File: src/design/imager_pkg.sv
package imager_pkg;

   localparam int pixel_width = 10;
   localparam int dim_width   = 12;
   localparam int reg_width   = 32;
   localparam int term_width  = 16;

   // terminal 0 is left unused so an idle host bus reads as an unknown terminal
   localparam logic [term_width-1:0] term_imager = 16'd1;
   localparam logic [term_width-1:0] term_stream = 16'd2;

   localparam logic [reg_width-1:0] reg_enable       = 32'd0;
   localparam logic [reg_width-1:0] reg_num_rows     = 32'd1;
   localparam logic [reg_width-1:0] reg_num_cols     = 32'd2;
   localparam logic [reg_width-1:0] reg_pattern_base = 32'd3;
   localparam logic [reg_width-1:0] reg_stream_sel   = 32'd4;
   localparam logic [reg_width-1:0] reg_status       = 32'd5; // bit 0 is the sticky overflow

   typedef enum logic [1:0] {
      dtype_none        = 2'd0,
      dtype_frame_start = 2'd1,
      dtype_pixel       = 2'd2
   } dtype_t;

   typedef enum logic {
      sel_raw    = 1'b0,
      sel_packed = 1'b1
   } stream_sel_t;

   localparam int h_blank_cycles = 4;
   localparam int v_blank_cycles = 8;

endpackage
File: src/design/imager_top.sv
module imager_top import imager_pkg::*; #(
   parameter int capture_depth = 16
) (
   input  logic                  clk,
   input  logic                  resetb,
   input  logic [term_width-1:0] term_addr,
   input  logic [reg_width-1:0]  reg_addr,
   input  logic [reg_width-1:0]  reg_datai,
   input  logic                  write,
   input  logic                  read_mode,
   input  logic                  read,
   output logic [reg_width-1:0]  reg_datao,
   output logic                  read_rdy,
   output logic [term_width-1:0] transfer_status
);
   logic                   enable;
   logic [dim_width-1:0]   num_rows;
   logic [dim_width-1:0]   num_cols;
   logic [pixel_width-1:0] pattern_base;
   stream_sel_t            stream_sel;
   logic                   fv;
   logic                   lv;
   logic [pixel_width-1:0] dat;
   logic                   rx_dv;
   dtype_t                 rx_dtype;
   logic [15:0]            rx_data;
   logic                   pk_dv;
   dtype_t                 pk_dtype;
   logic [31:0]            pk_data;
   logic                   sel_dv;
   dtype_t                 sel_dtype;
   logic [31:0]            sel_data;
   logic [reg_width-1:0]   cap_datao;
   logic                   cap_rdy;
   logic                   overflow;
   logic                   pop;

   assign pop = read && read_mode && (term_addr == term_stream);

   imager_regs regs0 (
      .clk(clk), .resetb(resetb), .term_addr(term_addr), .reg_addr(reg_addr),
      .reg_datai(reg_datai), .write(write), .read_mode(read_mode),
      .stream_datao(cap_datao), .stream_rdy(cap_rdy), .overflow(overflow),
      .reg_datao(reg_datao), .read_rdy(read_rdy), .transfer_status(transfer_status),
      .enable(enable), .num_rows(num_rows), .num_cols(num_cols),
      .pattern_base(pattern_base), .stream_sel(stream_sel)
   );

   pattern_imager imager0 (
      .clk(clk), .resetb(resetb), .enable(enable), .num_rows(num_rows),
      .num_cols(num_cols), .pattern_base(pattern_base), .fv(fv), .lv(lv), .dat(dat)
   );

   imager_rx rx0 (
      .clk(clk), .resetb(resetb), .enable(enable), .fv(fv), .lv(lv), .dat(dat),
      .dv(rx_dv), .dtype(rx_dtype), .data(rx_data)
   );

   raw_to_32 pack0 (
      .clk(clk), .resetb(resetb), .dvi(rx_dv), .dtypei(rx_dtype), .datai(rx_data),
      .dvo(pk_dv), .dtypeo(pk_dtype), .datao(pk_data)
   );

   // one register stage between the chain and the capture buffer
   always_ff @(posedge clk) begin
      if (!resetb) begin
         sel_dv    <= 1'b0;
         sel_dtype <= dtype_none;
      end else if (stream_sel == sel_raw) begin
         sel_dv    <= rx_dv;
         sel_dtype <= rx_dtype;
      end else begin
         sel_dv    <= pk_dv;
         sel_dtype <= pk_dtype;
      end
   end

   always_ff @(posedge clk) begin
      sel_data <= (stream_sel == sel_raw) ? {16'd0, rx_data} : pk_data;
   end

   stream_capture #(.capture_depth(capture_depth)) capture0 (
      .clk(clk), .resetb(resetb), .enable(enable),
      .dvi(sel_dv && sel_dtype != dtype_none), .datai(sel_data), .pop(pop),
      .datao(cap_datao), .rdy(cap_rdy), .overflow(overflow)
   );

endmodule

File: src/design/stream_capture.sv
module stream_capture import imager_pkg::*; #(
   parameter int capture_depth = 16
) (
   input  logic                 clk,
   input  logic                 resetb,
   input  logic                 enable,
   input  logic                 dvi,
   input  logic [reg_width-1:0] datai,
   input  logic                 pop,
   output logic [reg_width-1:0] datao,
   output logic                 rdy,
   output logic                 overflow
);
   localparam int ptr_width = (capture_depth > 1) ? $clog2(capture_depth) : 1;
   localparam int cnt_width = $clog2(capture_depth + 1);

   logic [reg_width-1:0] mem [capture_depth];
   logic [ptr_width-1:0] wr_ptr;
   logic [ptr_width-1:0] rd_ptr;
   logic [cnt_width-1:0] count;
   logic                 enable_d;
   logic                 restart;
   logic                 full;
   logic                 do_push;
   logic                 do_pop;

   function automatic logic [ptr_width-1:0] next_ptr(input logic [ptr_width-1:0] p);
      return (p == ptr_width'(capture_depth - 1)) ? '0 : p + 1'b1;
   endfunction

   assign full    = (count == cnt_width'(capture_depth));
   assign rdy     = (count != 0);
   assign datao   = mem[rd_ptr];
   assign restart = enable && !enable_d;
   assign do_push = enable && dvi && !full && !restart;
   assign do_pop  = pop && rdy && !restart;

   always_ff @(posedge clk) begin
      if (do_push) begin
         mem[wr_ptr] <= datai;
      end
   end

   // contents survive a disable so the host can still drain them, and the
   // buffer starts empty again when capture is re-enabled
   always_ff @(posedge clk) begin
      if (!resetb) begin
         enable_d <= 1'b0;
         wr_ptr   <= '0;
         rd_ptr   <= '0;
         count    <= '0;
         overflow <= 1'b0;
      end else begin
         enable_d <= enable;
         if (restart) begin
            wr_ptr <= '0;
            rd_ptr <= '0;
            count  <= '0;
         end else begin
            if (do_push) wr_ptr <= next_ptr(wr_ptr);
            if (do_pop) rd_ptr <= next_ptr(rd_ptr);
            if (do_push && !do_pop) begin
               count <= count + 1'b1;
            end else if (do_pop && !do_push) begin
               count <= count - 1'b1;
            end
         end
         if (!enable) begin
            overflow <= 1'b0;
         end else if (dvi && full) begin
            overflow <= 1'b1;                     // word dropped, sensor cannot stall
         end
      end
   end

endmodule

File: src/design/raw_to_32.sv
module raw_to_32 import imager_pkg::*; (
   input  logic        clk,
   input  logic        resetb,
   input  logic        dvi,
   input  dtype_t      dtypei,
   input  logic [15:0] datai,
   output logic        dvo,
   output dtype_t      dtypeo,
   output logic [31:0] datao
);
   logic        odd;                              // high when the even pixel is held
   logic [15:0] even_pix;

   always_ff @(posedge clk) begin
      if (!resetb) begin
         odd    <= 1'b0;
         dvo    <= 1'b0;
         dtypeo <= dtype_none;
      end else if (dvi && dtypei == dtype_frame_start) begin
         odd    <= 1'b0;
         dvo    <= 1'b1;
         dtypeo <= dtype_frame_start;
         datao  <= {16'd0, datai};
      end else if (dvi && dtypei == dtype_pixel) begin
         odd    <= !odd;
         dvo    <= odd;
         dtypeo <= odd ? dtype_pixel : dtype_none;
         if (odd) begin
            datao <= {datai, even_pix};
         end else begin
            even_pix <= datai;
         end
      end else begin
         dvo    <= 1'b0;
         dtypeo <= dtype_none;
      end
   end

endmodule

File: src/design/imager_rx.sv
module imager_rx import imager_pkg::*; (
   input  logic                   clk,
   input  logic                   resetb,
   input  logic                   enable,
   input  logic                   fv,
   input  logic                   lv,
   input  logic [pixel_width-1:0] dat,
   output logic                   dv,
   output dtype_t                 dtype,
   output logic [15:0]            data
);
   logic        fv_d;
   logic [15:0] frame_cnt;
   logic        frame_start;

   assign frame_start = fv && !fv_d;

   always_ff @(posedge clk) begin
      if (!resetb) begin
         fv_d      <= 1'b0;
         frame_cnt <= '0;
         dv        <= 1'b0;
         dtype     <= dtype_none;
      end else begin
         fv_d <= fv;
         if (!enable) begin
            frame_cnt <= '0;                      // frame numbers restart at each enable
            dv        <= 1'b0;
            dtype     <= dtype_none;
         end else if (frame_start) begin
            frame_cnt <= frame_cnt + 1'b1;
            dv        <= 1'b1;
            dtype     <= dtype_frame_start;
         end else if (lv) begin
            dv    <= 1'b1;
            dtype <= dtype_pixel;
         end else begin
            dv    <= 1'b0;
            dtype <= dtype_none;
         end
      end
   end

   // payload register, only meaningful while dv is high
   always_ff @(posedge clk) begin
      if (frame_start) begin
         data <= frame_cnt;
      end else if (lv) begin
         data <= 16'(dat);
      end
   end

endmodule

File: src/design/pattern_imager.sv
module pattern_imager import imager_pkg::*; (
   input  logic                   clk,
   input  logic                   resetb,
   input  logic                   enable,
   input  logic [dim_width-1:0]   num_rows,
   input  logic [dim_width-1:0]   num_cols,
   input  logic [pixel_width-1:0] pattern_base,
   output logic                   fv,
   output logic                   lv,
   output logic [pixel_width-1:0] dat
);
   typedef enum logic [1:0] {idle, line, h_blank, v_blank} state_t;

   state_t                 state;
   logic [dim_width-1:0]   row;
   logic [dim_width-1:0]   col;
   logic [3:0]             blank_cnt;
   logic [pixel_width-1:0] pix;                   // running pixel index plus base, wraps at 1024
   logic                   last_v_blank;

   assign last_v_blank = (state == v_blank) && (blank_cnt == 4'(v_blank_cycles - 1));

   // fv rises on the last vertical blank cycle so the receiver sees it one cycle before lv
   assign fv  = (state == line) || (state == h_blank) || last_v_blank;
   assign lv  = (state == line);
   assign dat = pix;

   always_ff @(posedge clk) begin
      if (!resetb) begin
         state     <= idle;
         row       <= '0;
         col       <= '0;
         blank_cnt <= '0;
      end else if (!enable) begin
         state <= idle;                           // a disable abandons the frame in flight
      end else begin
         case (state)
            idle: begin
               if (num_rows != 0 && num_cols != 0) begin
                  state     <= v_blank;
                  blank_cnt <= '0;
               end
            end
            v_blank: begin
               if (last_v_blank) begin
                  state <= line;
                  row   <= '0;
                  col   <= '0;
                  pix   <= pattern_base;
               end else begin
                  blank_cnt <= blank_cnt + 1'b1;
               end
            end
            line: begin
               pix <= pix + 1'b1;
               if (col == num_cols - 1'b1) begin
                  state     <= h_blank;
                  col       <= '0;
                  blank_cnt <= '0;
               end else begin
                  col <= col + 1'b1;
               end
            end
            h_blank: begin
               if (blank_cnt == 4'(h_blank_cycles - 1)) begin
                  blank_cnt <= '0;
                  if (row == num_rows - 1'b1) begin
                     state <= v_blank;
                  end else begin
                     row   <= row + 1'b1;
                     state <= line;
                  end
               end else begin
                  blank_cnt <= blank_cnt + 1'b1;
               end
            end
            default: state <= idle;
         endcase
      end
   end

endmodule

File: src/design/imager_regs.sv
module imager_regs import imager_pkg::*; (
   input  logic                   clk,
   input  logic                   resetb,
   input  logic [term_width-1:0]  term_addr,
   input  logic [reg_width-1:0]   reg_addr,
   input  logic [reg_width-1:0]   reg_datai,
   input  logic                   write,
   input  logic                   read_mode,
   input  logic [reg_width-1:0]   stream_datao,
   input  logic                   stream_rdy,
   input  logic                   overflow,
   output logic [reg_width-1:0]   reg_datao,
   output logic                   read_rdy,
   output logic [term_width-1:0]  transfer_status,
   output logic                   enable,
   output logic [dim_width-1:0]   num_rows,
   output logic [dim_width-1:0]   num_cols,
   output logic [pixel_width-1:0] pattern_base,
   output stream_sel_t            stream_sel
);
   logic [reg_width-1:0] ctrl_data;

   always_ff @(posedge clk) begin
      if (!resetb) begin
         enable       <= 1'b0;
         num_rows     <= '0;
         num_cols     <= '0;
         pattern_base <= '0;
         stream_sel   <= sel_raw;
      end else if (write && term_addr == term_imager) begin
         case (reg_addr)
            reg_enable:       enable       <= reg_datai[0];
            reg_num_rows:     num_rows     <= reg_datai[dim_width-1:0];
            reg_num_cols:     num_cols     <= reg_datai[dim_width-1:0];
            reg_pattern_base: pattern_base <= reg_datai[pixel_width-1:0];
            reg_stream_sel:   stream_sel   <= stream_sel_t'(reg_datai[0]);
            default: ;                                    // status is read only
         endcase
      end
   end

   always_comb begin
      case (reg_addr)
         reg_enable:       ctrl_data = reg_width'(enable);
         reg_num_rows:     ctrl_data = reg_width'(num_rows);
         reg_num_cols:     ctrl_data = reg_width'(num_cols);
         reg_pattern_base: ctrl_data = reg_width'(pattern_base);
         reg_stream_sel:   ctrl_data = reg_width'(stream_sel);
         reg_status:       ctrl_data = reg_width'(overflow);
         default:          ctrl_data = '0;
      endcase
   end

   // the stream terminal is only ready when the capture FIFO holds a word
   always_comb begin
      if (term_addr == term_imager) begin
         reg_datao       = ctrl_data;
         read_rdy        = read_mode;
         transfer_status = '0;
      end else if (term_addr == term_stream) begin
         reg_datao       = stream_datao;
         read_rdy        = read_mode && stream_rdy;
         transfer_status = '0;
      end else begin
         reg_datao       = '0;
         read_rdy        = read_mode;
         transfer_status = term_width'(1);
      end
   end

endmodule

File: config.mk
export PLATFORM = sky130hd
export DESIGN_NAME = imager_top
export DESIGN_NICKNAME = d
export VERILOG_FILES = /design/src/design/imager_pkg.sv /design/src/design/imager_top.sv /design/src/design/stream_capture.sv /design/src/design/raw_to_32.sv /design/src/design/imager_rx.sv /design/src/design/pattern_imager.sv /design/src/design/imager_regs.sv
export SDC_FILE = /design/constraint.sdc
export NUM_CORES = 1
export LEC_CHECK = 0
export BUFFER_PORTS_ARGS = -buffer_cell sky130_fd_sc_hd__buf_2
export CAP_MARGIN = 20
export CORE_ASPECT_RATIO = 0.5
export CORE_MARGIN = 2
export CORE_UTILIZATION = 49
export CTS_CLUSTER_SIZE = 30
export DETAILED_ROUTE_END_ITERATION = 12
export GPL_TIMING_DRIVEN = 0
export PLACE_DENSITY = 0.66
export SYNTH_ARGS = -nofsm -noshare
export SYNTH_HDL_FRONTEND = slang
export SYNTH_SLANG_ARGS = --single-unit
File: constraint.sdc
create_clock -name clk -period 5.2 [get_ports clk]
set_input_delay 1.56 -clock clk [delete_from_list [all_inputs] [get_ports clk]]
set_output_delay 1.56 -clock clk [all_outputs]
set_load 0.01 [all_outputs]
== Yosys cells after proc, flatten, opt, wreduce, memory -nomap -nowiden ==
Memory sizes are Yosys's and may differ from the RTL's. A register that Yosys moved wholly into a read port is not among the register bits.
Index checks and enable logic that the tools add are counted.
W data, S select, Z words.
Word-level totals
  memories: 1
  RAM bits: 512
  word-level logic and storage cells: 182
  bits in registers: 214
Memories
  capture0.mem: words 16, width 32, rd ports 1, clocked after memory_dff 1, write ports 1, line stream_capture.sv:17  | logic [reg_width-1:0] mem [capture_depth];
Operators by class
  add/subtract/negate cells: 11
  reductions and logical operators: 57
  mux-type cells: 51
  equal/unequal tests: 25
  bitwise gates (word level): 5
Operators with widths (count)
  $mux W32: 4
  $mux W16: 5
  $pmux W12 S6: 1
  $eq A32 B2 Y1 const B: 2
  $eq A32 B3 Y1 const B: 2
  $mux W12: 4
  $pmux W12 S2: 2
  $eq A32 B1 Y1 const B: 1
  $logic_not A32 Y1: 1
  $mux W4: 8
  $add A12 B1 Y12 const B: 2
  $eq A12 B12 Y1: 2
  $reduce_bool A12 Y1: 2
  $sub A12 B1 Y12 const B: 2
  $pmux W10 S2: 1
  $logic_and A1 B1 Y1: 19
  $add A16 B1 Y16 const B: 1
  $eq A16 B1 Y1 const B: 1
  $eq A16 B2 Y1 const B: 1
  $mux W2: 8
  $pmux W4 S4: 1
  $reduce_and A4 Y1: 4
  $reduce_bool A2 Y1: 7
  $mux W1: 13
  other kinds (25): 55

== Depth between registers and ports, before layout ==
  depth after elaboration: 9
  mapped depth: 15

== Hierarchy ==
Synthesis repeated with hierarchy kept, for this count alone.
Second synthesis, totals
  cells, all modules: 1849
  area, all modules: 29988.8 µm²
By module, submodules not included
  stream_capture: sequential area each 15755.1 µm², cells each 900, area an instance 20163.1 µm², times used 1
  pattern_imager: sequential area each 900.9 µm², cells each 373, area an instance 3047.9 µm², times used 1
  imager_regs: sequential area each 720.7 µm², cells each 245, area an instance 2127.0 µm², times used 1
  raw_to_32: sequential area each 1521.5 µm², cells each 103, area an instance 1989.4 µm², times used 1
  imager_rx: sequential area each 880.8 µm², cells each 144, area an instance 1482.7 µm², times used 1
  imager_top: sequential area each 700.7 µm², cells each 84, area an instance 1178.6 µm², times used 1

== Worst setup path before layout ==
OpenSTA, ideal clock, no wires.
  path type: input to output
  from: input port term_addr[3]
  to: output port reg_datao[12]
  required time: 3.640 ns
  stages: 6
  setup slack: 0.574 ns
  arrival time: 3.066 ns
  path through: nor4_1 -> nand4_1 -> or3b_2 -> clkbuf_1 -> clkbuf_1 -> a211oi_1
On the way
  longest elaborated chain between the ends: 3
  elaborated cells on any way between the ends: 4
RTL lines
  start, declared: line imager_top.sv:6  | input logic [term_width-1:0] term_addr,
  $eq A16 B2 Y1: line imager_regs.sv:60  | end else if (term_addr == term_stream) begin
  $mux W32: line imager_regs.sv:60
  $mux W32 (*): line imager_regs.sv:56  | if (term_addr == term_imager) begin
  end, declared: line imager_top.sv:12  | output logic [reg_width-1:0] reg_datao,
Mark *: on every way between the ends. The rest lies on a longest branch, timed or not.

== Final worst setup path ==
  from: input port term_addr[10]
  to: output port reg_datao[25]
The elaborated chain is that of the path after synthesis.

==> results.toml <==
[outcome]
outcome = "completed"

[min_path]
hp-start = "rx0.fv_d"
min_path_cells = 1
hp-class = "flop to flop"
holdPathEnd = "rx0.dtype[0]"

[worst_setup_path]
cp-start-kind = "input pin"
cp_slowest_cell = "or3b_4"
endpoint_kind = "primary output"
reg2reg_slack_ns = 1.84
slowest_delay_ns = 0.55
r2r-start = "regs0.enable"
crit_path_max_fanout = 10
ff2ff_path_depth = 6
path_cells = "buf_2, nor4_1, nand4_1, or3b_4, clkbuf_2, a211oi_1, buf_2"
required_ns = 3.64
rr_endpoint = "capture0.mem[3][18]"
worstSetupPathType = "input pin to primary output"
cp.arrival_ns = 3.57
worst_path_most_repeated_cell = "buf_2"

[synthesis]
synthTopCellsByCount = "edfxtp_1, dfxtp_1, mux4_2"
synth_top_area_cell = "edfxtp_1"
synth_most_common_cell = "edfxtp_1"
ys_seq_area_share_pct = 68.89
ys_async_sr_fraction_pct = 0
synth_edf_count = 586
synth.distinct_cells = 77
synth_top_area_share_pct = 59.19
synthCells = 1816
ys.warnings.count = 0
syn_avg_cell_area_um2 = 16.37
ys_ff_latch = 730
ys.flop_type = "edfxtp_1"
synth_area_um2 = 29730
synth.area.top_cells = "edfxtp_1, mux4_2, dfxtp_1"

[floorplanning]
die-area_um2 = 62770
coreArea_um2 = 59590
start_util_pct = 49.88
io_pins = 134
die_w_um = 352.3
die_h_um = 178.2
rows = 63

[route]
dr.pass1.iters = 7
drtIter0Drc = 1576
vias = 16755
drc = 0
viasPerCell = 5.804
drt-wirelength-per-cell_um = 23.88
wl_um = 68930
ant_nets = 0

[timing]
setup_violations = 0
final_max_slew_viol_count = 0
tns_ns = 0
skew_ns = 0.03045
finalHoldViolations = 0
max_slew_margin_pct = 29.24
fmax_ghz = 0.1948
rsz0062_at_grt = "true"
tightest_slew_ns = 1.056
period_minus_slack_ns = 5.133
fin_hold_ws_ns = 0.4193
period_share_pct = 98.71

[layout]
multiInputGateArea_um2 = 8847
design_area_um2 = 34360
drive_above_1_share_pct = 24.34
seqCellArea_um2 = 20480
nets = 2129
area_growth_pct = 15.57
n_fill_cell = 4628
diodes = 0
fin_cells = 2887

[cts]
clkSinkCount = 730
clock_tree.buffer_depth = 3
cts.clk_slew.worst_paths_ns = 0.06
cts_root_buffer = "clkbuf_16"
cts_tree = "built"
cts_buffers = 66
htreeDepth = 3
clk_latency_ns = 0.60

[global_routing]
antenna_found_initial = 1
overflow = 0
grt_usage_pct = 22.09
grt_max_degree = 33
grt_pass1_wl_um = 103300
first_global_vias = 16459

[pwr]
p_sw_share_pct = 19.12
internal_power_uw = 9434
total_power_uw = 11660
p_sw_uw = 2230
power_frac_clock_pct = 46.2
seqPwrFrac_pct = 53.3
worst_ir_drop_vdd_v = 0.0002386
combPwrFrac_pct = 0.6
powerDensity_nw_per_um2 = 339.5
p_leak_uw = 0.01088

[place]
dpl.hpwl_um = 46350
place_area_um2 = 31850
dp_cells = 2767
portBuffers = 97
gp_congestion = 0.8444

[job]
drv_cap = 0
what timing repair did:
action                                  4_1_cts  5_1_grt
endpoints found under the hold margin         0        0
setup buffers                                 0        0
endpoints found under the setup margin       34       25
gates cloned                                  0        0
resized for setup                            24       11
hold buffers                                  0        0
power by group through the flow:
| stage | registers (uW) | clock network (uW) | logic, uW |
|---|---|---|---|
| after floorplan | 6340 | 0 | 28.6 |
| after global placement | 6340 | 0 | 65.9 |
| after detailed placement | 6340 | 0 | 66.3 |
| after CTS | 6210 | 5450 | 66.8 |
| after global routing | 6210 | 5660 | 72.8 |
| final | 6210 | 5380 | 66.8 |
worst max-delay path, delay by kind of cell:
kind            cells  cell delay, ns
simple gates        3            1.01
buf+inv             3            0.59
compound gates      1            0.39
layer usage:
metal	global-route usage, %	part of all wire [%]
met4	5.377	1.8
met3	4.072	5.9
met5	0	0.019
met2	36.11	48
met1	31.03	44
flip-flops by register name, summed over array words and instances, names as in the netlist, 16 cells and up, named ones only:
name and count:
capture0.mem 512, pack0.datao 32, pack0.even_pix 16, rx0.data 16, rx0.frame_cnt 16, sel_data 32
cell families after synthesis:
kind of cell | after synthesis | synth area share [%]
AOI/OAI and AO/OA | 186 | 4.554
xor gates and xnor gates | 68 | 2.003
adders and majority gates | 22 | 0.9512
buffers and inverters | 140 | 2.046
DFF | 730 | 68.89
muxes | 259 | 14.50
other | 1 | 0.01261
and+or+nand+nor | 410 | 7.037
layout make-up:
type | instances | share of cell area (%)
Buffer | 116 | 1.646
Sequential cell | 730 | 59.61
Inverter | 22 | 0.2404
Clock inverter | 40 | 1.686
Timing Repair Buffer | 126 | 2.771
Clock buffer | 81 | 5.335
Tap cell | 812 | 2.957
Multi-Input combinational cell | 960 | 25.75
cells in the final DEF, fill, tap and decap left out, drive strengths merged, types with 5 or more instances in the layout:
master | synthesis | final
xor2 | 40 | 40
inv | 22 | 26
o21ai | 21 | 21
ha | 21 | 21
and3 | 16 | 16
nor2b | 25 | 25
a21boi | 6 | 6
nor3 | 26 | 26
bufinv | 0 | 13
or3 | 11 | 11
nand2b | 6 | 6
nor3b | 5 | 5
a21oi | 41 | 41
xnor2 | 28 | 28
nor2 | 131 | 131
mux2i | 73 | 73
a211oi | 45 | 45
dfxtp | 144 | 144
nand2 | 53 | 53
mux2 | 54 | 54
and2 | 45 | 45
o22ai | 16 | 16
clkbuf | 72 | 152
nor4 | 17 | 17
clkinv | 0 | 19
conb | 1 | 15
edfxtp | 586 | 586
nand3 | 35 | 35
a222oi | 10 | 10
mux4 | 132 | 132
nand3b | 8 | 8
buf | 46 | 167
nand4 | 13 | 13
or2 | 5 | 5
how the worst max path moves through the flow:
stage | start | endpoint | slack, ns | cells after the start
2_1_floorplan | term_addr[3] | reg_datao[12] | 0.57 | 6
3_3_place_gp | regs0.enable | capture0.mem[2][17] | -1.74 | 4
3_5_place_dp | term_addr[6] | reg_datao[23] | -0.42 | 8
4_1_cts | flop | reg_datao[20] | 0.05 | 7
5_1_grt | reg_addr[3] | reg_datao[7] | -0.03 | 9
6_report | term_addr[10] | reg_datao[25] | 0.07 | 7
through the flow:
| step | utilization, % | worst slack, ns |
|---|---|---|
| 3_3_place_gp | 52.49 | -1.740 |
| 5_1_grt | 57.65 | -0.02742 |
| 3_5_place_dp | 53.44 | -0.4163 |
| 6_report | 57.65 | 0.06710 |
| 2_1_floorplan | - | 0.5743 |
| 4_1_cts | 57.59 | 0.04613 |
Power figures use the tool's default switching activity.
